**config.mk**
```make
export PLATFORM = sky130hd
export DESIGN_NAME = fetch_unit
export DESIGN_NICKNAME = d
export VERILOG_FILES = /design/src/fetch_unit.sv
export VERILOG_INCLUDE_DIRS = /design/src /design/src/src
export SDC_FILE = /design/constraint.sdc
export NUM_CORES = 2
export LEC_CHECK = 0
export BUFFER_PORTS_ARGS = -buffer_cell sky130_fd_sc_hd__buf_2
export CORE_UTILIZATION = 55
export DETAILED_ROUTE_END_ITERATION = 10
export GPL_ROUTABILITY_DRIVEN = 0
export MAX_ROUTING_LAYER = met4
export PLACE_DENSITY_LB_ADDON = 0.2
export SLEW_MARGIN = 30
export SYNTH_ARGS = -nofsm -noshare
export SYNTH_HDL_FRONTEND = slang
export SYNTH_SLANG_ARGS = --single-unit
```
**constraint.sdc**
```tcl
create_clock -name clk -period 2.14 [get_ports clk]
set_input_delay 0 -clock clk [delete_from_list [all_inputs] [get_ports clk]]
set_output_delay 0 -clock clk [all_outputs]
set_load 0.05 [all_outputs]
```
**src/cpu_macros.svh**
```systemverilog
// cpu_macros: widths, sizes and reset values shared by the processor blocks
`ifndef CPU_MACROS_SVH
`define CPU_MACROS_SVH

// data and instruction width
`define CPU_XLEN 16

`define CPU_NREGS 16

// both memories are word addressed by the low 8 bits of an address
`define CPU_IMEM_DEPTH 256
`define CPU_DMEM_DEPTH 256

`define CPU_RESET_PC 8'd0

`endif
```
**src/fetch_unit.sv**
```systemverilog
// fetch_unit: program counter and instruction memory with a load port
`timescale 1ns/1ns
`default_nettype none
`include "cpu_macros.svh"

module fetch_unit (
  input  logic                 clk,
  input  logic                 reset,
  input  logic [7:0]           next_pc,
  input  logic                 prog_we,
  input  logic [7:0]           prog_addr,
  input  logic [`CPU_XLEN-1:0] prog_data,
  output logic [7:0]           pc,
  output logic [`CPU_XLEN-1:0] instr
);

  logic [`CPU_XLEN-1:0] imem [`CPU_IMEM_DEPTH];

  always_ff @(posedge clk) begin
    if (reset) pc <= `CPU_RESET_PC;
    else pc <= next_pc;
  end

  // the loader may write at any time, also in reset
  always_ff @(posedge clk) begin
    if (prog_we) imem[prog_addr] <= prog_data;
  end

  assign instr = imem[pc];  // asynchronous read

endmodule

`default_nettype wire

```
==> run_results.csv <==
group,metric,value,unit
run_status,status,"finished with violations",
run_status,failing_checks,"negative setup slack",
global_route,grt_antenna_before_repair,19,
timing,report.final.hold_viol_count,0,
final_layout,multi_input_comb_area,34800,µm²
final_layout,area_delta_synth_final,20.3,%
worst_setup_path,critical_path.cell_chain,"buf_6 -> buf_6 -> buf_12 -> buf_8 -> mux4_2 -> nand2_2 -> a22oi_2 -> buf_6 -> o311ai_4 -> nor4b_4 -> nand4_1 -> buf_4 -> a311oi_4 -> buf_12",
logic_synthesis,count_of_flip_flops_with_a_built_in_enable_after_synthesis,4096,
floorplan,num_io_pins,59,
logic_synthesis,synth_seq_area_share,0.771,
route,wl,442,mm
route,wire_per_inst,33.8,µm
route,routed-via-count,84400,
clock_network,cts.sinks,4104,
clock_network,cts_tree,"yes",
worst_setup_path,critPathMaxFanout,6,
timing,layout_worst_path_cycle_share,2.23,
min_path,hold_end,"imem[82][3]",
global_route,first_global_vias,82600,
floorplan,floorplan.die.height,541,µm
pwr,power_leakage,61.8,nW
logic_synthesis,syn-mean-instance-area,21.5,µm²
route,antenna_violating_nets_post_route,0,
timing,tightestPinTransition,932,ps
worst_setup_path,cp_top_family,"buffers and inverters",
final_layout,post_layout_nonfiller_instances,13100,
worst_setup_path,timing.critical_path.slowest_stage_cell,"sky130_fd_sc_hd__nand4_1",
min_path,hold_path.startpoint,"prog_data[3]",
placement,dp.cells,12100,
worst_setup_path,cp.buffers_inverters,7,
timing,timing.max_slew.rel_slack,0.373,
logic_synthesis,post_synth_inst_count,7422,
floorplan,fp.dieW,541,µm
timing,minimum_clock_period_after_layout,4770,ps
global_route,globalRouteOverflowTotal,0,
logic_synthesis,dominantRegCellSynth,"sky130_fd_sc_hd__edfxtp_1",
worst_setup_path,timing.critical_path.arrival,4770,ps
timing,setup_viol_count_final,32,
clock_network,cts.root.buffer_cell,"sky130_fd_sc_hd__clkbuf_16",
pwr,vdd_ir_drop_max,672,µV
clock_network,numCtsBuffers,404,
global_route,gr-usage-all-layers,0.310,
placement,detailed_place_hpwl,273,mm
clock_network,path_clk_slew,60,ps
logic_synthesis,synth-async-reset-ratio,0,
floorplan,rows,197,
logic_synthesis,synth_top_cell_area_share,0.770,
timing,grt_setup_unrepaired,"true",
worst_setup_path,cp-start-kind,"flop",
logic_synthesis,postSynthNetCount,7457,
min_path,hold_depth,2,
logic_synthesis,syn-cell-area,160000,µm²
worst_setup_path,critPathMaxStageDelay,600,ps
route,dr.first_iter.drc_count,11700,
worst_setup_path,critPathCaptureType,"output port",
pwr,totalPowerFinal,0.171,W
timing,final_max_slew_viol_count,0,
final_layout,layout-drive-gt1-share,0.342,
worst_setup_path,cp_data_required_time,2140,ps
timing,clock.fmax,210,MHz
floorplan,initial_utilization,0.554,
global_route,grt_first_pass_wirelength,620,mm
logic_synthesis,yosys.cell_types.count,82,
run,cap_viol_max_count,0,
worst_setup_path,critical_path.most_common_cell,"sky130_fd_sc_hd__buf_6",
logic_synthesis,post-synth-top-area-cell,"sky130_fd_sc_hd__edfxtp_1",
logic_synthesis,synth.ff_latch_count,4104,
final_layout,nFillCells,18300,
pwr,power_per_cell_area,889,nW/µm²
min_path,min-delay-path-class,"input port to flop",
final_layout,final_nets,8847,
floorplan,design.core.area,289000,µm²
global_route,grt_start_max_net_pins,127,
final_layout,register_area,123000,µm²
worst_setup_path,timing.setup.critical_path_class,"flop to output port",
placement,place.port_buffers,58,
logic_synthesis,netlist_top_cells_area,"sky130_fd_sc_hd__edfxtp_1, sky130_fd_sc_hd__mux4_2, sky130_fd_sc_hd__mux2i_1, sky130_fd_sc_hd__nor2_1, sky130_fd_sc_hd__o22ai_1",
clock_network,clockBufferDepth,4,
logic_synthesis,synth.yosys.warnings,0,
route,via_per_inst,6.47,
clock_network,cts-htree-levels,5,
floorplan,design.die.area,293000,µm²
route,post-route-drc-count,0,
route,detail_route.first_pass.iterations,6,
timing,worst_slack,-2630,ps
[area by class of cell]
type | count | share of cell area
inverters | 8 | 0.000208
multi-input cells | 2866 | 0.181
repair buffers | 1428 | 0.0838
diodes | 14 | 0.000182
clock buffers | 487 | 0.0547
flip-flops and latches | 4104 | 0.641
clock inverters | 263 | 0.0139
well taps | 3880 | 0.0253
[sequential cells by signal, summed over array words and instances, names as in the netlist]
register and count:
pc 8, imem 4096
[logic make-up after synthesis]
group / share of synthesized area
flip-flops: 0.771
multiplexers: 0.157
AND/OR/NAND/NOR: 0.0244
AO/OA/AOI/OAI: 0.0270
buffers and inverters: 0.0211
[Yosys cell counts, drive strengths merged (17+ instances only)]
cell type,count
edfxtp,4096
mux4,883
mux2i,477
nor2,368
buf,280
nand2,192
o22ai,173
clkbuf,161
a21oi,108
o221ai,106
nor3,80
nand3,73
o21ai,52
a22oi,35
nor4,27
mux2,26
a211oi,25
o311ai,23
nand4,19
nor2b,19
or3,17
[layout by cell type, fill, tap and decap left out, types with 16 or more instances in the layout]
cell type,count
sky130_fd_sc_hd__nand2_1,190
sky130_fd_sc_hd__buf_2,20
sky130_fd_sc_hd__nand4_1,19
sky130_fd_sc_hd__o22ai_2,19
sky130_fd_sc_hd__dlygate4sd3_1,57
sky130_fd_sc_hd__buf_4,901
sky130_fd_sc_hd__nor2b_1,18
sky130_fd_sc_hd__buf_16,28
sky130_fd_sc_hd__buf_12,333
sky130_fd_sc_hd__mux4_1,28
sky130_fd_sc_hd__nand3_1,59
sky130_fd_sc_hd__clkinv_2,79
sky130_fd_sc_hd__buf_6,51
sky130_fd_sc_hd__clkbuf_1,79
sky130_fd_sc_hd__mux2i_1,472
sky130_fd_sc_hd__edfxtp_1,4096
sky130_fd_sc_hd__o21ai_0,47
sky130_fd_sc_hd__a21oi_1,102
sky130_fd_sc_hd__nor2_1,253
sky130_fd_sc_hd__mux4_2,855
sky130_fd_sc_hd__nor3_1,71
sky130_fd_sc_hd__clkbuf_16,414
sky130_fd_sc_hd__buf_8,27
sky130_fd_sc_hd__o22ai_1,152
sky130_fd_sc_hd__mux2_2,22
sky130_fd_sc_hd__clkinv_1,87
sky130_fd_sc_hd__clkinvlp_4,16
sky130_fd_sc_hd__nor2_2,111
sky130_fd_sc_hd__o221ai_1,93
sky130_fd_sc_hd__a211oi_1,17
sky130_fd_sc_hd__bufinv_16,45
sky130_fd_sc_hd__a22oi_1,21
[what timing repair did]
| action | CTS | global route |
|---|---|---|
| pin swaps | 41 | 60 |
| endpoints found under the setup margin | 20 | 759 |
| resized for setup | 193 | 139 |
| setup buffers | 44 | 67 |
| hold endpoints to repair | 5043 | 9 |
| hold buffers | 59 | 1 |
| gates cloned | 13 | 6 |
[worst max-delay path by stage]
stage           from  endpoint  slack (ps)  cells after the start
2_1_floorplan  pc[0]  instr[1]        -740                     11
3_3_place_gp   pc[0]  instr[6]       -2420                     14
3_5_place_dp   pc[0]  instr[8]       -2260                     15
4_1_cts        pc[0]  instr[8]       -2610                     12
5_1_grt        pc[0]  instr[8]       -2620                     14
6_report       pc[0]  instr[8]       -2630                     14
[per-layer routing]
layer / vias up / GRT usage / wire length [µm] / part of all wire
met4: 0 / 0.108 / 17700 / 0.040
met5: - / - / 0 / 0
met2: 5077 / 0.465 / 208000 / 0.47
met3: 790 / 0.0565 / 47600 / 0.11
li1: 34100 / - / - / -
met1: 44400 / 0.432 / 168000 / 0.38
[metrics by stage]
stage	setup slack, ps	utilization	instance area (µm²)	setup TNS (ps)	hold WS [ps]
after CTS	-2610	0.662	191000	-38910	1.85
final	-2630	0.666	192000	-36940	51.5
after global placement	-2420	0.608	176000	-24730	234
after detailed placement	-2260	0.608	176000	-23010	213
after global routing	-2620	0.666	192000	-37930	23.7
after floorplan	-738	-	160000	-7620	61.9
[where the power goes]
part           internal [W]  switching [W]  total, W
Sequential           0.0886      0.0000644    0.0886
Clock                0.0406         0.0303    0.0709
Combinational       0.00470        0.00664    0.0113
Total                 0.134         0.0370     0.171
Power figures use the tool's default switching activity.
