===== config.mk =====
export PLATFORM = sky130hd
export DESIGN_NAME = register_file_flat
export DESIGN_NICKNAME = d
export VERILOG_FILES = /design/src/cpu_pkg.sv /design/src/ctrl_if.sv /design/src/register_file.sv /design/src/flat_wrapper.sv
export VERILOG_INCLUDE_DIRS = /design/src /design/src/src
export SDC_FILE = /design/constraint.sdc
export NUM_CORES = 1
export LEC_CHECK = 0
export ABC_CLOCK_PERIOD_IN_PS = 3600
export BUFFER_PORTS_ARGS = -buffer_cell sky130_fd_sc_hd__buf_2
export CAP_MARGIN = 20
export CORE_MARGIN = 2
export CORE_UTILIZATION = 65
export CTS_BUF_LIST = sky130_fd_sc_hd__clkbuf_4 sky130_fd_sc_hd__clkbuf_8
export CTS_CLUSTER_DIAMETER = 30
export CTS_CLUSTER_SIZE = 14
export DETAILED_ROUTE_END_ITERATION = 12
export GPL_TIMING_DRIVEN = 0
export PLACE_DENSITY = 0.84
export SYNTH_ARGS = -nofsm -noshare
export SYNTH_HDL_FRONTEND = slang
export SYNTH_SLANG_ARGS = --single-unit

===== constraint.sdc =====
create_clock -name clk -period 3.6 [get_ports clk]
set_clock_uncertainty 0.1 [all_clocks]
set_input_delay 0.72 -clock clk [delete_from_list [all_inputs] [get_ports clk]]
set_output_delay 0.72 -clock clk [all_outputs]
set_load 0.05 [all_outputs]

===== src/cpu_macros.svh =====
// cpu_macros: widths, sizes and reset values shared by the processor blocks
`ifndef CPU_MACROS_SVH
`define CPU_MACROS_SVH

// data and instruction width
`define CPU_XLEN 16

`define CPU_NREGS 16

// both memories are word addressed by the low 8 bits of an address
`define CPU_IMEM_DEPTH 256
`define CPU_DMEM_DEPTH 256

`define CPU_RESET_PC 8'd0

`endif

===== src/cpu_pkg.sv =====
// cpu_pkg: opcode and decoded control field types of the processor
`default_nettype none

package cpu_pkg;

  typedef enum logic [3:0] {
    op_add  = 4'b0000,
    op_grt  = 4'b0001,
    op_sub  = 4'b0010,
    op_eq   = 4'b0011,
    op_jalr = 4'b0100,
    op_lui  = 4'b0101,
    op_jal  = 4'b0110,
    op_addi = 4'b1000,
    op_lw   = 4'b1001,
    op_sw   = 4'b1010,
    op_bne  = 4'b1011,
    op_wri  = 4'b1100,
    op_rea  = 4'b1111   // also taken by every unlisted code
  } opcode_e;

  typedef enum logic [1:0] {imm_c4, imm_s8, imm_lui} imm_sel_e;
  typedef enum logic [1:0] {alu_add, alu_sub, alu_gt, alu_eq} alu_op_e;
  typedef enum logic {src_b_reg, src_b_imm} src_b_sel_e;
  typedef enum logic [1:0] {wb_alu, wb_mem, wb_link, wb_io} wb_sel_e;
  typedef enum logic [1:0] {pc_next, pc_branch, pc_jal, pc_jalr} pc_sel_e;

endpackage

`default_nettype wire


===== src/ctrl_if.sv =====
// ctrl_if: decoded control fields passed from the decoder to the datapath
`timescale 1ns/1ns
`default_nettype none

interface ctrl_if;
  import cpu_pkg::*;

  imm_sel_e   imm_sel;
  alu_op_e    alu_op;
  src_b_sel_e src_b_sel;
  logic       rs2_sel;   // 0 field c, 1 field a
  wb_sel_e    wb_sel;
  pc_sel_e    pc_sel;
  logic       reg_write;
  logic       mem_write;
  logic       io_write;

  modport decoder (output imm_sel, alu_op, src_b_sel, rs2_sel, wb_sel, pc_sel,
                   reg_write, mem_write, io_write);

  modport datapath (input imm_sel, alu_op, src_b_sel, rs2_sel, wb_sel, pc_sel,
                    reg_write, mem_write, io_write);
endinterface

`default_nettype wire


===== src/register_file.sv =====
// register_file: sixteen general registers, two read ports and one write port
`timescale 1ns/1ns
`default_nettype none
`include "cpu_macros.svh"

module register_file (
  input  logic                 clk,
  input  logic                 reset,
  input  logic [3:0]           rs1_addr,
  input  logic [3:0]           rs2_addr,
  input  logic [3:0]           rd_addr,
  input  logic [`CPU_XLEN-1:0] rd_data,
  ctrl_if.datapath             ctrl,
  output logic [`CPU_XLEN-1:0] rs1_data,
  output logic [`CPU_XLEN-1:0] rs2_data
);

  logic [`CPU_XLEN-1:0] regs [`CPU_NREGS];

  always_ff @(posedge clk) begin
    if (reset) begin
      for (int i = 0; i < `CPU_NREGS; i++) begin
        regs[i] <= '0;
      end
    end else if (ctrl.reg_write && rd_addr != 4'd0) begin  // r0 stays zero
      regs[rd_addr] <= rd_data;
    end
  end

  assign rs1_data = regs[rs1_addr];
  assign rs2_data = regs[rs2_addr];

endmodule

`default_nettype wire


===== src/flat_wrapper.sv =====
// flat-port wrapper written by rule: the top's interface ports become plain ports
module register_file_flat 
  (clk, reset, rs1_addr, rs2_addr, rd_addr, rd_data, rs1_data, rs2_data, ctrl_imm_sel, ctrl_alu_op, ctrl_src_b_sel, ctrl_rs2_sel, ctrl_wb_sel, ctrl_pc_sel, ctrl_reg_write, ctrl_mem_write, ctrl_io_write);
  ctrl_if ctrl_i ();
  input  logic clk;
  input  logic reset;
  input  logic [3:0] rs1_addr;
  input  logic [3:0] rs2_addr;
  input  logic [3:0] rd_addr;
  input  logic [`CPU_XLEN-1:0] rd_data;
  output logic [`CPU_XLEN-1:0] rs1_data;
  output logic [`CPU_XLEN-1:0] rs2_data;
  input wire logic [$bits(ctrl_i.imm_sel)-1:0] ctrl_imm_sel;
  input wire logic [$bits(ctrl_i.alu_op)-1:0] ctrl_alu_op;
  input wire logic [$bits(ctrl_i.src_b_sel)-1:0] ctrl_src_b_sel;
  input wire logic [$bits(ctrl_i.rs2_sel)-1:0] ctrl_rs2_sel;
  input wire logic [$bits(ctrl_i.wb_sel)-1:0] ctrl_wb_sel;
  input wire logic [$bits(ctrl_i.pc_sel)-1:0] ctrl_pc_sel;
  input wire logic [$bits(ctrl_i.reg_write)-1:0] ctrl_reg_write;
  input wire logic [$bits(ctrl_i.mem_write)-1:0] ctrl_mem_write;
  input wire logic [$bits(ctrl_i.io_write)-1:0] ctrl_io_write;
  assign ctrl_i.imm_sel = ctrl_imm_sel;
  assign ctrl_i.alu_op = ctrl_alu_op;
  assign ctrl_i.src_b_sel = ctrl_src_b_sel;
  assign ctrl_i.rs2_sel = ctrl_rs2_sel;
  assign ctrl_i.wb_sel = ctrl_wb_sel;
  assign ctrl_i.pc_sel = ctrl_pc_sel;
  assign ctrl_i.reg_write = ctrl_reg_write;
  assign ctrl_i.mem_write = ctrl_mem_write;
  assign ctrl_i.io_write = ctrl_io_write;
  register_file u_core (.clk(clk), .reset(reset), .rs1_addr(rs1_addr), .rs2_addr(rs2_addr), .rd_addr(rd_addr), .rd_data(rd_data), .ctrl(ctrl_i), .rs1_data(rs1_data), .rs2_data(rs2_data));
endmodule

==> results.toml <==
[route]
drt_wl_total_mm = 34.7
drtAntennaViolNets = 0
drc = 0
num_vias = 8482
wl_per_cell_um = 27.3
vias_per_cell = 6.66
drtIter0Drc = 863
first_pass_iters = 7

[global_routing]
grt_antenna_before_repair = 1
grt_max_degree = 17
grt_pass1_wl_mm = 51.9
grt.total_usage_pct = 33.3
grt_pass1_vias = 8995
grt_overflow = 0

[synth]
ys_ff_latch = 256
synth_area_um2 = 13300
synth-seq-area-share_pct = 57.9
yosysUniqueCellTypes = 19
yosys_warnings = 0
avgSynthCellArea_um2 = 15.8
syn_inst = 842

[layout]
fill_cells = 1229
final_core_util_pct = 74.5
drive_above_1_share_pct = 31.2
syn_to_final_growth_pct = 13.2
top_regs = "u_core.regs: 256 flops"
final_common_cell = "edfxtp_1"
nets = 1008
largest_register_ffs = 256
final_cell_mix = "edfxtp_1, and2_1, mux4_2"
top_register = "u_core.regs"

[placement]
gp_congestion = 0.884
io_buffers = 58
dpl.hpwl_mm = 23.6

[sta]
drv_slew = 0
fin_crit_sh_pct = 99.7
rsz0062_at_grt = "true"
setup_tns_ns = 0
max_freq_mhz = 279
post-route-min-period_ns = 3.59
finalHoldViolations = 0
slew_headroom_pct = 46.4
tightest_slew_ns = 0.804
report.final.setup_viol = 0

[cts]
cts_num_sinks = 256
path_clk_slew_ns = 0.06
h-tree-depth = 2
clockBufferDepth = 3
root_buffer = "clkbuf_8"
cts_tree = "built"
cts_buffers = 47
postCtsHoldBufs = 0

[critical_path]
critical_path.endpoint_type = "output port"
critPathLaunchType = "input pin"
worstSetupPathType = "input pin to output port"
arrival_ns = 2.77
cp.required_ns = 2.78
cp_max_fo = 10

[worst_hold_path]
hold_path_class = "input pin to register"

[die]
ios = 75
core.rowCount = 52
coreArea_um2 = 20200
start_util_pct = 65.9
die_w_um = 147
die_h_um = 147
die-area_um2 = 21600

[flow_run]
cap_viol_max_count = 0

[outcome]
run_status = "finished, final reports clean"

[power_and_ir_drop]
power_leakage_nw = 5.32
ir_worst_vdd_v = 0.000338
powerDensity_nw_per_um2 = 501
==> power by group <==
part / internal (mW) / switching [mW] / leakage [nW]
Sequential: 3.46 / 0.0875 / 2.45
Combinational: 0.367 / 0.617 / 2.35
Clock: 1.73 / 1.27 / 0.517
Total: 5.56 / 1.98 / 5.32
==> stage by stage <==
stage / hold slack [ns] / total power, mW / instance area (µm²) / std cells / setup slack (ns)
finish: 0.394 / 7.54 / 15000 / 1273 / 0.0115
floorplan: 0.818 / 4.26 / 13300 / 857 / 0.533
detailed placement: 0.964 / 4.57 / 14000 / 1186 / -0.0245
global route: 0.389 / 7.73 / 15000 / 1272 / -0.0180
CTS: 0.373 / 7.53 / 15000 / 1272 / 0.0344
global placement: 0.954 / 4.54 / 14000 / 1185 / -0.0233
==> area by class of cell <==
| class | count | area, µm² | share of cell area [%] |
|---|---|---|---|
| clock buffers | 57 | 728 | 4.84 |
| plain buffers | 76 | 319 | 2.12 |
| repair buffers | 59 | 305 | 2.03 |
| multi-input cells | 525 | 5350 | 35.6 |
| flip-flops and latches | 256 | 7690 | 51.1 |
| clock inverters | 29 | 303 | 2.01 |
| well taps | 270 | 338 | 2.25 |
| diodes | 1 | 2.50 | 0.0166 |
==> timing repair <==
action	in CTS	in global routing
gates resized for setup	4	3
endpoints found under the setup margin	3	7
endpoints found under the hold margin	0	0
buffers inserted	0	0
==> worst paths after layout <==
path                  depth (start not counted)                 end  slack (ns)   startpoint
worst min-delay path                          2  u_core.regs[4][14]        0.39  rd_data[14]
worst max-delay path                          6         rs2_data[0]        0.01  rs2_addr[1]
==> Yosys cell counts (all sizes together) <==
master / n / area share (%)
nor2b: 4 / 0.19
nor3: 3 / 0.23
edfxtp: 256 / 58
nand4bb: 2 / 0.17
buf: 20 / 0.73
nand2b: 2 / 0.094
nor2: 14 / 0.57
or4b: 1 / 0.10
clkbuf: 56 / 1.6
a22oi: 64 / 3.6
or2: 15 / 0.71
mux4: 128 / 22
conb: 1 / 0.028
nand4b: 1 / 0.066
and2: 242 / 11
nand2: 33 / 0.93
==> critical path, stage by stage <==
cell and delay, ns:
buf_2 0.30, clkbuf_1 0.66, mux4_2 0.44, a22oi_1 0.29
nand2_1 0.12, buf_2 0.23
==> cell families (layout without fill, tap and decap cells) <==
kind of cell | Yosys count | in the layout | share of synthesized area (%)
buf+inv | 76 | 221 | 2.33
simple gates | 317 | 317 | 14.4
other cells | 1 | 17 | 0.0282
flops | 256 | 256 | 57.9
compound gates | 64 | 64 | 3.62
mux | 128 | 128 | 21.7
==> per-layer routing <==
metal | track usage [%] | part of all wire (%)
met1 | 44.0 | 35
met2 | 54.1 | 50
met3 | 7.11 | 11
met4 | 15.8 | 4.7
met5 | 0 | 0
No activity file was read; power rests on OpenSTA's default activity.
