**config.mk**
```make
export PLATFORM = sky130hd
export DESIGN_NAME = execute_unit_flat
export DESIGN_NICKNAME = d
export VERILOG_FILES = /design/src/cpu_pkg.sv /design/src/ctrl_if.sv /design/src/execute_unit.sv /design/src/flat_wrapper.sv
export VERILOG_INCLUDE_DIRS = /design/src /design/src/src
export SDC_FILE = /design/constraint.sdc
export NUM_CORES = 1
export LEC_CHECK = 0
export ABC_CLOCK_PERIOD_IN_PS = 6490
export BUFFER_PORTS_ARGS = -buffer_cell sky130_fd_sc_hd__buf_2
export CAP_MARGIN = 40
export CORE_ASPECT_RATIO = 0.5
export CORE_UTILIZATION = 50
export DETAILED_ROUTE_END_ITERATION = 12
export GPL_TIMING_DRIVEN = 0
export PLACE_DENSITY = 0.8
export SYNTH_ARGS = -nofsm -noshare
export SYNTH_HDL_FRONTEND = slang
export SYNTH_SLANG_ARGS = --single-unit
export TNS_END_PERCENT = 10
```
**constraint.sdc**
```tcl
create_clock -name vclk -period 6.49
set_input_delay 0.9735 -clock vclk [all_inputs]
set_output_delay 0.9735 -clock vclk [all_outputs]
set_load 0.03 [all_outputs]
```
**src/cpu_macros.svh**
```systemverilog
// cpu_macros: widths, sizes and reset values shared by the processor blocks
`ifndef CPU_MACROS_SVH
`define CPU_MACROS_SVH

// data and instruction width
`define CPU_XLEN 16

`define CPU_NREGS 16

// both memories are word addressed by the low 8 bits of an address
`define CPU_IMEM_DEPTH 256
`define CPU_DMEM_DEPTH 256

`define CPU_RESET_PC 8'd0

`endif
```
**src/cpu_pkg.sv**
```systemverilog
// cpu_pkg: opcode and decoded control field types of the processor
`default_nettype none

package cpu_pkg;

  typedef enum logic [3:0] {
    op_add  = 4'b0000,
    op_grt  = 4'b0001,
    op_sub  = 4'b0010,
    op_eq   = 4'b0011,
    op_jalr = 4'b0100,
    op_lui  = 4'b0101,
    op_jal  = 4'b0110,
    op_addi = 4'b1000,
    op_lw   = 4'b1001,
    op_sw   = 4'b1010,
    op_bne  = 4'b1011,
    op_wri  = 4'b1100,
    op_rea  = 4'b1111   // also taken by every unlisted code
  } opcode_e;

  typedef enum logic [1:0] {imm_c4, imm_s8, imm_lui} imm_sel_e;
  typedef enum logic [1:0] {alu_add, alu_sub, alu_gt, alu_eq} alu_op_e;
  typedef enum logic {src_b_reg, src_b_imm} src_b_sel_e;
  typedef enum logic [1:0] {wb_alu, wb_mem, wb_link, wb_io} wb_sel_e;
  typedef enum logic [1:0] {pc_next, pc_branch, pc_jal, pc_jalr} pc_sel_e;

endpackage

`default_nettype wire

```
**src/ctrl_if.sv**
```systemverilog
// ctrl_if: decoded control fields passed from the decoder to the datapath
`timescale 1ns/1ns
`default_nettype none

interface ctrl_if;
  import cpu_pkg::*;

  imm_sel_e   imm_sel;
  alu_op_e    alu_op;
  src_b_sel_e src_b_sel;
  logic       rs2_sel;   // 0 field c, 1 field a
  wb_sel_e    wb_sel;
  pc_sel_e    pc_sel;
  logic       reg_write;
  logic       mem_write;
  logic       io_write;

  modport decoder (output imm_sel, alu_op, src_b_sel, rs2_sel, wb_sel, pc_sel,
                   reg_write, mem_write, io_write);

  modport datapath (input imm_sel, alu_op, src_b_sel, rs2_sel, wb_sel, pc_sel,
                    reg_write, mem_write, io_write);
endinterface

`default_nettype wire

```
**src/execute_unit.sv**
```systemverilog
// execute_unit: immediate generation, operand selection, ALU and next PC
`timescale 1ns/1ns
`default_nettype none
`include "cpu_macros.svh"

module execute_unit (
  input  logic [`CPU_XLEN-1:0] instr,
  input  logic [7:0]           pc,
  input  logic [`CPU_XLEN-1:0] rs1_data,
  input  logic [`CPU_XLEN-1:0] rs2_data,
  ctrl_if.datapath             ctrl,
  output logic [`CPU_XLEN-1:0] alu_result,
  output logic [7:0]           next_pc
);
  import cpu_pkg::*;

  logic [`CPU_XLEN-1:0] imm;
  logic [`CPU_XLEN-1:0] op_a;
  logic [`CPU_XLEN-1:0] op_b;
  logic [7:0]           pc_plus1;
  logic                 taken;

  always_comb begin
    case (ctrl.imm_sel)
      imm_c4:  imm = {{12{instr[3]}}, instr[3:0]};
      imm_s8:  imm = {{8{instr[7]}}, instr[7:0]};
      imm_lui: imm = {instr[7:0], 8'h00};
      default: imm = '0;
    endcase
  end

  assign op_a = (ctrl.imm_sel == imm_lui) ? '0 : rs1_data;  // lui adds to zero
  assign op_b = (ctrl.src_b_sel == src_b_imm) ? imm : rs2_data;

  always_comb begin
    alu_result = '0;
    case (ctrl.alu_op)
      alu_add: alu_result = op_a + op_b;
      alu_sub: alu_result = op_a - op_b;
      alu_gt:  alu_result[0] = op_a > op_b;   // unsigned
      alu_eq:  alu_result[0] = op_a == op_b;
      default: alu_result = '0;
    endcase
  end

  assign pc_plus1 = pc + 8'd1;
  assign taken    = rs1_data != rs2_data;

  always_comb begin
    case (ctrl.pc_sel)
      pc_branch: next_pc = taken ? pc + imm[7:0] : pc_plus1;
      pc_jal:    next_pc = pc + imm[7:0];
      pc_jalr:   next_pc = rs1_data[7:0] + imm[7:0];
      default:   next_pc = pc_plus1;
    endcase
  end

endmodule

`default_nettype wire

```
**src/flat_wrapper.sv**
```systemverilog
// flat-port wrapper written by rule: the top's interface ports become plain ports
module execute_unit_flat import cpu_pkg::*;
  (instr, pc, rs1_data, rs2_data, alu_result, next_pc, ctrl_imm_sel, ctrl_alu_op, ctrl_src_b_sel, ctrl_rs2_sel, ctrl_wb_sel, ctrl_pc_sel, ctrl_reg_write, ctrl_mem_write, ctrl_io_write);
  ctrl_if ctrl_i ();
  input  logic [`CPU_XLEN-1:0] instr;
  input  logic [7:0] pc;
  input  logic [`CPU_XLEN-1:0] rs1_data;
  input  logic [`CPU_XLEN-1:0] rs2_data;
  output logic [`CPU_XLEN-1:0] alu_result;
  output logic [7:0] next_pc;
  input wire logic [$bits(ctrl_i.imm_sel)-1:0] ctrl_imm_sel;
  input wire logic [$bits(ctrl_i.alu_op)-1:0] ctrl_alu_op;
  input wire logic [$bits(ctrl_i.src_b_sel)-1:0] ctrl_src_b_sel;
  input wire logic [$bits(ctrl_i.rs2_sel)-1:0] ctrl_rs2_sel;
  input wire logic [$bits(ctrl_i.wb_sel)-1:0] ctrl_wb_sel;
  input wire logic [$bits(ctrl_i.pc_sel)-1:0] ctrl_pc_sel;
  input wire logic [$bits(ctrl_i.reg_write)-1:0] ctrl_reg_write;
  input wire logic [$bits(ctrl_i.mem_write)-1:0] ctrl_mem_write;
  input wire logic [$bits(ctrl_i.io_write)-1:0] ctrl_io_write;
  assign ctrl_i.imm_sel = ctrl_imm_sel;
  assign ctrl_i.alu_op = ctrl_alu_op;
  assign ctrl_i.src_b_sel = ctrl_src_b_sel;
  assign ctrl_i.rs2_sel = ctrl_rs2_sel;
  assign ctrl_i.wb_sel = ctrl_wb_sel;
  assign ctrl_i.pc_sel = ctrl_pc_sel;
  assign ctrl_i.reg_write = ctrl_reg_write;
  assign ctrl_i.mem_write = ctrl_mem_write;
  assign ctrl_i.io_write = ctrl_io_write;
  execute_unit u_core (.instr(instr), .pc(pc), .rs1_data(rs1_data), .rs2_data(rs2_data), .ctrl(ctrl_i), .alu_result(alu_result), .next_pc(next_pc));
endmodule
```
==> flow_summary.yaml <==
floorplan:
  ios: 93
  core_um2: 6160
  die-area_um2: 6800
  rows: 20
  initial_utilization_pct: 52.4
  chipHeight_um: 58.8
  die_x_um: 116
worst_hold_path:
  whs_endpoint: "alu_result[15]"
  holdPathStages: 4
  hold_path.class: "in -> out"
  min-delay-start: "ctrl_alu_op[1]"
routing:
  dr.pass1.iters: 5
  num_vias: 3502
  drc: 0
  drt-initial-drc-count: 195
  wl_met3_um: 391
  wl_met1_um: 4460
  final_antenna_net_count: 0
  wirelength_um: 8820
  drt-wirelength-per-cell_um: 14.1
  vias_per_cell: 5.59
  dr_wl_met2_um: 3920
  dr.max_layer_used: "met4"
logic_synthesis:
  yosys.area_share.simple_pct: 24.9
  synth_top_area_cell: "ha_1"
  synth-xor-area-share_pct: 12.5
  synth.most_common_cell: "nor2_1"
  syn-cell-area_um2: 3230
  netlist.area_leader.share_pct: 18.2
  synth.distinct_cells: 65
  yosys-top-cells-area: "ha_1 (18%), xnor2_1 (9.2%), nor2_1 (6.5%)"
  synth_mux_area_share_pct: 7.29
  synth_common_cells: "nor2_1 (56), ha_1 (47), a21oi_1 (41), inv_1 (34), xnor2_1 (34)"
  synthAdderAreaFrac_pct: 20.7
  synthesis.nets: 581
  synth_top_family_by_area: "compound AO/OA/AOI/OAI gates"
  syn_inst: 461
  synth_compound_area_share_pct: 28.2
  syn_area_per_cell_um2: 7.00
  synth.yosys.warnings: 0
  yosysSeqAreaShare_pct: 0
final_layout:
  final_cells: 626
  postLayoutCoreUtil_pct: 60.4
  final-seq-area_um2: 0
  fin_area_um2: 3720
  drive_gt1_share_pct: 21.2
  diodes: 0
  seq_cell_count: 0
  final_nets: 660
  nClkBuffers: 0
  area_delta_synth_final_pct: 15.4
worst_setup_path:
  critPathLaunchType: "primary input"
  crit_fanout: 10
  worstSetupPathType: "in -> out"
  endpoint_kind: "primary output"
  required_ns: 5.52
  arrival_ns: 4.19
sta:
  fin_ws_ns: 1.33
  period_needed_ns: 5.16
  fmax_ghz: 0.194
  final-max-slew-violation-count: 0
  holdWs_ns: 2.45
  rsz0062_at_grt: "false"
  fin_crit_sh_pct: 79.6
  worst_pin_slew_ns: 0.598
  setup_violations: 0
  tns_ns: 0
  slew_headroom_pct: 60.1
  hold_violations: 0
global_route:
  overflow: 0
  antenna_found_initial: 0
  grt_pass1_vias: 3081
  grt_use_total_pct: 26.1
  grt_max_degree: 11
  grt_pass1_wl_um: 14500
place:
  globalplace.congestion: 0.910
  dp_hpwl_um: 7620
  placed_area_um2: 3720
  dp_slack_ns: 1.37
  port-buffer-count: 77
  place_inst: 626
clocking:
  cts_setup_buffers: 0
  post_cts_hold_buffer_count: 0
  cts_repair_resize_count: 0
power_and_ir_drop:
  power_leakage_nw: 1.75
  max-vdd-ir-drop_mv: 0.0579
  p_per_area_nw_per_um2: 118
  power_uw: 438
run:
  cap_violations: 0
status:
  status: "completed"
==> kinds of logic after synthesis <==
family	Yosys count
buffers and inverters	53
XOR/XNOR	46
multiplexers	22
AND/OR/NAND/NOR	160
AO/OA/AOI/OAI	129
adder cells (fa/ha/maj)	51
==> cell type report <==
cell class,count,area (um2)
fillers,622,2430
well taps,88,110
inverters,35,131
plain buffers,18,76.3
repair buffers,77,385
multi-input cells,408,3020
==> critical path, cell delays in order <==
cell	delay, ns
buf_2	0.17
clkbuf_1	0.34
nor2b_1	0.17
mux2_2	0.32
ha_1	0.22
fa_1	0.40
o21bai_1	0.24
a211oi_2	0.12
o21bai_1	0.22
a211oi_1	0.16
o311ai_1	0.25
o31ai_1	0.12
mux2_1	0.31
buf_2	0.18
==> worst max path at each step <==
stage | endpoint | slack, ns | start | depth (start not counted)
2_1_floorplan | alu_result[0] | 1.90 | ctrl_src_b_sel | 11
3_3_place_gp | alu_result[14] | 1.36 | ctrl_imm_sel[1] | 14
3_5_place_dp | alu_result[14] | 1.37 | ctrl_imm_sel[1] | 14
4_1_cts | alu_result[14] | 1.35 | ctrl_imm_sel[1] | 14
5_1_grt | alu_result[14] | 1.09 | ctrl_imm_sel[1] | 14
6_report | alu_result[14] | 1.33 | ctrl_imm_sel[1] | 14
==> report_power, final <==
part / switching, mW / total, mW / internal [mW]
registers: 0 / 0 / 0
clock network: 0 / 0 / 0
logic: 0.269 / 0.438 / 0.170
==> layout by cell type (no fill, tap or decap), drive strengths merged, types with 2 or more instances in the layout <==
cell type	synthesis	final
and2	17	17
nand3	9	9
xnor2	34	34
nand2	32	32
a41oi	2	2
ha	47	47
nand4	3	3
nor2b	15	15
nor3b	2	2
a211oi	9	9
a31oi	3	3
a21o	5	5
a221oi	2	2
fa	4	4
mux2i	10	10
xor2	12	12
nor3	7	7
mux2	12	12
a21oi	43	43
o211ai	5	5
clkbuf	10	10
o21ai	25	25
nor2	58	58
o31ai	4	4
o21bai	12	12
o2111ai	2	2
inv	35	35
o311ai	2	2
nand2b	6	6
o21a	2	2
a311oi	2	2
and3	5	5
buf	8	85
a221o	2	2
==> per-layer routing <==
layer  vias up  GRT usage, %
met4         0          2.04
li1       1779             -
met5         -             0
met2        84          43.6
met1      1634          38.6
met3         5          1.24
Power figures use the tool's default switching activity.
