===== src/cpu_macros.svh =====
// cpu_macros: widths, sizes and reset values shared by the processor blocks
`ifndef CPU_MACROS_SVH
`define CPU_MACROS_SVH

// data and instruction width
`define CPU_XLEN 16

`define CPU_NREGS 16

// both memories are word addressed by the low 8 bits of an address
`define CPU_IMEM_DEPTH 256
`define CPU_DMEM_DEPTH 256

`define CPU_RESET_PC 8'd0

`endif

===== src/cpu_pkg.sv =====
// cpu_pkg: opcode and decoded control field types of the processor
`default_nettype none

package cpu_pkg;

  typedef enum logic [3:0] {
    op_add  = 4'b0000,
    op_grt  = 4'b0001,
    op_sub  = 4'b0010,
    op_eq   = 4'b0011,
    op_jalr = 4'b0100,
    op_lui  = 4'b0101,
    op_jal  = 4'b0110,
    op_addi = 4'b1000,
    op_lw   = 4'b1001,
    op_sw   = 4'b1010,
    op_bne  = 4'b1011,
    op_wri  = 4'b1100,
    op_rea  = 4'b1111   // also taken by every unlisted code
  } opcode_e;

  typedef enum logic [1:0] {imm_c4, imm_s8, imm_lui} imm_sel_e;
  typedef enum logic [1:0] {alu_add, alu_sub, alu_gt, alu_eq} alu_op_e;
  typedef enum logic {src_b_reg, src_b_imm} src_b_sel_e;
  typedef enum logic [1:0] {wb_alu, wb_mem, wb_link, wb_io} wb_sel_e;
  typedef enum logic [1:0] {pc_next, pc_branch, pc_jal, pc_jalr} pc_sel_e;

endpackage

`default_nettype wire


===== src/ctrl_if.sv =====
// ctrl_if: decoded control fields passed from the decoder to the datapath
`timescale 1ns/1ns
`default_nettype none

interface ctrl_if;
  import cpu_pkg::*;

  imm_sel_e   imm_sel;
  alu_op_e    alu_op;
  src_b_sel_e src_b_sel;
  logic       rs2_sel;   // 0 field c, 1 field a
  wb_sel_e    wb_sel;
  pc_sel_e    pc_sel;
  logic       reg_write;
  logic       mem_write;
  logic       io_write;

  modport decoder (output imm_sel, alu_op, src_b_sel, rs2_sel, wb_sel, pc_sel,
                   reg_write, mem_write, io_write);

  modport datapath (input imm_sel, alu_op, src_b_sel, rs2_sel, wb_sel, pc_sel,
                    reg_write, mem_write, io_write);
endinterface

`default_nettype wire


===== src/memory_stage.sv =====
// memory_stage: data RAM, I/O port and write-back selection
`timescale 1ns/1ns
`default_nettype none
`include "cpu_macros.svh"

module memory_stage (
  input  logic                 clk,
  input  logic                 reset,
  input  logic [7:0]           addr,
  input  logic [`CPU_XLEN-1:0] store_data,
  input  logic [`CPU_XLEN-1:0] alu_result,
  input  logic [`CPU_XLEN-1:0] io_in,
  input  logic [7:0]           link,
  ctrl_if.datapath             ctrl,
  output logic [`CPU_XLEN-1:0] rd_data,
  output logic [`CPU_XLEN-1:0] io_out,
  output logic                 io_out_valid
);
  import cpu_pkg::*;

  logic [`CPU_XLEN-1:0] dmem [`CPU_DMEM_DEPTH];

  always_ff @(posedge clk) begin
    if (ctrl.mem_write) dmem[addr] <= store_data;
    if (ctrl.io_write) io_out <= alu_result;
  end

  always_ff @(posedge clk) begin
    if (reset) io_out_valid <= 1'b0;
    else io_out_valid <= ctrl.io_write;  // single cycle pulse
  end

  always_comb begin
    case (ctrl.wb_sel)
      wb_mem:  rd_data = dmem[addr];
      wb_link: rd_data = {8'h00, link};
      wb_io:   rd_data = io_in;
      default: rd_data = alu_result;
    endcase
  end

endmodule

`default_nettype wire


===== src/flat_wrapper.sv =====
// flat-port wrapper written by rule: the top's interface ports become plain ports
module memory_stage_flat import cpu_pkg::*;
  (clk, reset, addr, store_data, alu_result, io_in, link, rd_data, io_out, io_out_valid, ctrl_imm_sel, ctrl_alu_op, ctrl_src_b_sel, ctrl_rs2_sel, ctrl_wb_sel, ctrl_pc_sel, ctrl_reg_write, ctrl_mem_write, ctrl_io_write);
  ctrl_if ctrl_i ();
  input  logic clk;
  input  logic reset;
  input  logic [7:0] addr;
  input  logic [`CPU_XLEN-1:0] store_data;
  input  logic [`CPU_XLEN-1:0] alu_result;
  input  logic [`CPU_XLEN-1:0] io_in;
  input  logic [7:0] link;
  output logic [`CPU_XLEN-1:0] rd_data;
  output logic [`CPU_XLEN-1:0] io_out;
  output logic io_out_valid;
  input wire logic [$bits(ctrl_i.imm_sel)-1:0] ctrl_imm_sel;
  input wire logic [$bits(ctrl_i.alu_op)-1:0] ctrl_alu_op;
  input wire logic [$bits(ctrl_i.src_b_sel)-1:0] ctrl_src_b_sel;
  input wire logic [$bits(ctrl_i.rs2_sel)-1:0] ctrl_rs2_sel;
  input wire logic [$bits(ctrl_i.wb_sel)-1:0] ctrl_wb_sel;
  input wire logic [$bits(ctrl_i.pc_sel)-1:0] ctrl_pc_sel;
  input wire logic [$bits(ctrl_i.reg_write)-1:0] ctrl_reg_write;
  input wire logic [$bits(ctrl_i.mem_write)-1:0] ctrl_mem_write;
  input wire logic [$bits(ctrl_i.io_write)-1:0] ctrl_io_write;
  assign ctrl_i.imm_sel = ctrl_imm_sel;
  assign ctrl_i.alu_op = ctrl_alu_op;
  assign ctrl_i.src_b_sel = ctrl_src_b_sel;
  assign ctrl_i.rs2_sel = ctrl_rs2_sel;
  assign ctrl_i.wb_sel = ctrl_wb_sel;
  assign ctrl_i.pc_sel = ctrl_pc_sel;
  assign ctrl_i.reg_write = ctrl_reg_write;
  assign ctrl_i.mem_write = ctrl_mem_write;
  assign ctrl_i.io_write = ctrl_io_write;
  memory_stage u_core (.clk(clk), .reset(reset), .addr(addr), .store_data(store_data), .alu_result(alu_result), .io_in(io_in), .link(link), .ctrl(ctrl_i), .rd_data(rd_data), .io_out(io_out), .io_out_valid(io_out_valid));
endmodule

===== config.mk =====
export PLATFORM = sky130hd
export DESIGN_NAME = memory_stage_flat
export DESIGN_NICKNAME = d
export VERILOG_FILES = /design/src/cpu_pkg.sv /design/src/ctrl_if.sv /design/src/memory_stage.sv /design/src/flat_wrapper.sv
export VERILOG_INCLUDE_DIRS = /design/src /design/src/src
export SDC_FILE = /design/constraint.sdc
export NUM_CORES = 2
export LEC_CHECK = 0
export BUFFER_PORTS_ARGS = -buffer_cell sky130_fd_sc_hd__buf_2
export CORE_MARGIN = 2
export CORE_UTILIZATION = 49
export CTS_CLUSTER_SIZE = 20
export DETAILED_ROUTE_END_ITERATION = 12
export MAX_ROUTING_LAYER = met4
export PLACE_DENSITY = 0.62
export RECOVER_POWER = 25
export REMOVE_ABC_BUFFERS = 1
export SYNTH_ARGS = -nofsm -noshare
export SYNTH_HDL_FRONTEND = slang
export SYNTH_SLANG_ARGS = --single-unit

===== constraint.sdc =====
create_clock -name clk -period 3.3 [get_ports clk]
set_clock_uncertainty 0.15 [all_clocks]
set_input_delay 0 -clock clk [delete_from_list [all_inputs] [get_ports clk]]
set_output_delay 0 -clock clk [all_outputs]
set_load 0.005 [all_outputs]

==> results_dict.tcl <==
set metrics [dict create \
    status "complete, but fails checks" \
    violations "capacitance limit, slew limit, setup timing" \
    hold_path_class "input port to flip-flop" \
    h-tree-depth 5 \
    post_cts_buffers 0 \
    arrival_ns 3.68 \
    synth_cells 6635 \
    cts_tree "done" \
    core_area_sq_um 318100 \
    yosys.cell_types.count 46 \
    synthFlopType "edfxtp_1" \
    fillers 22624 \
    critPathKind "flip-flop to output port" \
    antenna_found_initial 22 \
    fin_ws_ns -0.5316 \
    synth_area_sq_um 156700 \
    start_kind "flip-flop" \
    start_util_pct 49.27 \
    clockRootBuffer "clkbuf_16" \
    leakage_nw 58.15 \
    drtPass1Iterations 7 \
    grt_overflow 0 \
    cp_max_fo 1 \
    dp.final_hpwl_um 265600 \
    yosysWarnings 0 \
    rsz0062_at_grt "yes" \
    dieArea_sq_um 324400 \
    fmax_ghz 0.2610 \
    grt_util_met1_pct 37.82 \
    fin_crit_ns 3.832 \
    placedCellCount 11436 \
    fp-row-count 207 \
    synth.avg_cell_area_sq_um 23.62 \
    drv_slew 1574 \
    initialDrtViolationCount 11465 \
    relSlewSlack_pct -138.0 \
    grt_max_degree 136 \
    cts_buffers 410 \
    ios 112 \
    cp.required_ns 3.15 \
    drive_gt1_share_pct 37.97 \
    remaining_drc_errors 0 \
    vias 78529 \
    numPortBuffers 102 \
    ys_seq_elements 4113 \
    powerDensity_nw_per_um2 594.5 \
    die_h_um 569.5 \
    finalPower_mw 109.8 \
    first_global_vias 77421 \
    grt_usage_pct 27.40 \
    nNetsFinal 7806 \
    yosysSeqAreaShare_pct 78.80 \
    synthArstFlopShare_pct 0 \
    clkSlewWorstSetupHoldPaths_ns 0.06 \
    totalWireLength_um 433000 \
    endpoint_kind "output port" \
    synth_edf_count 4112 \
    busiest_layer "met2" \
    cap_viol_max_count 16 \
    area_growth_pct 17.87 \
    gp_congestion 0.8786 \
    tightest_slew_ns 3.570 \
    stdcell_count 12269 \
    ant_nets 0 \
    vias_per_cell 6.401 \
    routedWlPerCell_um 35.29 \
    setup_viol 72 \
    timing.final.crit_share_pct 116.1 \
    max-vdd-ir-drop_uv 481.7 \
    grt_pass1_wl_um 604100 \
    clock_sinks 4113 \
    cts_buffer_depth 4 \
    grtUsageMet3_pct 4.449 \
    die_x_um 569.5 \
    hold_viol 0 \
    met2_usage_pct 42.21 \
]
## repair_timing
action,4_1_cts,5_1_grt
endpoints found under the setup margin,16,16
pin swaps,48,53
gates resized for setup,215,80
hold buffers,68,0
gates cloned,0,0
hold endpoints to repair,4102,0
## cell usage in the layout, fill, tap and decap left out, types with 81 or more instances in the layout
cell type,Yosys,routed
nor2_2,0,107
a22oi_1,309,212
clkinv_1,0,110
clkbuf_1,161,90
mux4_2,1136,1136
nor2_1,281,173
a21oi_1,151,81
clkbuf_16,0,416
edfxtp_1,4112,4112
buf_12,0,121
buf_4,23,747
a22oi_2,0,97
## where the power goes
part | switching (mW) | internal [mW] | total (mW) | leakage, nW
Combinational | 3.81 | 2.41 | 6.23 | 14.8
Sequential | 0.0429 | 57.7 | 57.7 | 37.0
Clock | 19.6 | 26.3 | 45.9 | 6.42
Total | 23.5 | 86.3 | 110 | 58.1
## layer usage
layer | share of wire (%) | up-vias
met3 | 9.2 | 732
met4 | 4.2 | 0
met1 | 39 | 42662
met2 | 48 | 4230
li1 | - | 30905
met5 | 0 | -
## worst paths after layout
kind                                  from  cells after the start                   end
worst max-delay path  u_core.dmem[159][11]                      9           rd_data[11]
worst min-delay path               addr[1]                      5  u_core.dmem[148][14]
## registers in the layout, indices dropped and copies added, names as in the netlist
| signal | count |
|---|---|
| u_core.dmem | 4096 |
| u_core.io_out | 16 |
| u_core.io_out_valid | 1 |
## cell type report
cell class | instances | area (sq um) | area share [%]
clock buffers | 491 | 10720 | 5.804
inverters | 6 | 22.52 | 0.01219
well taps | 4180 | 5230 | 2.831
repair buffers | 1070 | 9522 | 5.154
multi-input cells | 2126 | 33210 | 17.98
diodes | 20 | 50.05 | 0.02709
clock inverters | 263 | 2472 | 1.338
flip-flops and latches | 4113 | 123500 | 66.85
## stage by stage
step / TNS [ns] / instance area, sq um / hold WS (ns) / util, % / setup slack [ns]
global route: -31.92 / 184700 / 0.07884 / 58.08 / -0.5431
finish: -9.956 / 184700 / 0.1042 / 58.08 / -0.5316
CTS: -7.294 / 184600 / 0.008828 / 58.05 / -0.5860
detailed placement: -6.303 / 169700 / 0.01079 / 53.36 / -0.9354
global placement: -6.462 / 169700 / 0.01075 / 53.36 / -0.9405
floorplan: - / 154800 / -0.07839 / - / -4.404
## kinds of logic (layout without fill, tap and decap cells)
logic type / after synthesis / in the layout / synth area share (%)
AO/OA/AOI/OAI: 552 / 552 / 2.430
other: 0 / 20 / 0
buffers and inverters: 396 / 1830 / 1.207
multiplexers: 1156 / 1156 / 16.45
flip-flops: 4113 / 4113 / 78.80
AND/OR/NAND/NOR: 418 / 418 / 1.104
## worst max-delay path: stages, from the launching register on
cell      delay, ns
edfxtp_1       0.37
mux4_2         0.49
mux4_2         0.60
a22oi_2        0.36
buf_4          0.18
o211ai_1       0.16
o21ai_2        0.22
nand2_1        0.09
buf_6          0.15
buf_6          0.12
## synthesized netlist by cell type, types with 6 or more instances
cell,count,area share [%]
mux2i_1,18,0.11
buf_6,21,0.15
and4_1,8,0.045
a22oi_1,309,1.5
a222oi_1,8,0.051
nor3_1,10,0.032
nand3_1,25,0.080
o41ai_1,32,0.18
nor2_1,281,0.67
nand2b_1,7,0.028
mux4_2,1136,16
nor2b_1,13,0.052
buf_2,129,0.41
a211oi_1,6,0.029
edfxtp_1,4112,79
clkbuf_1,161,0.39
o21ai_0,14,0.045
a21oi_1,151,0.48
nand2_1,63,0.15
buf_1,56,0.13
buf_4,23,0.11
Note: power is estimated with default switching activity, not from simulation.
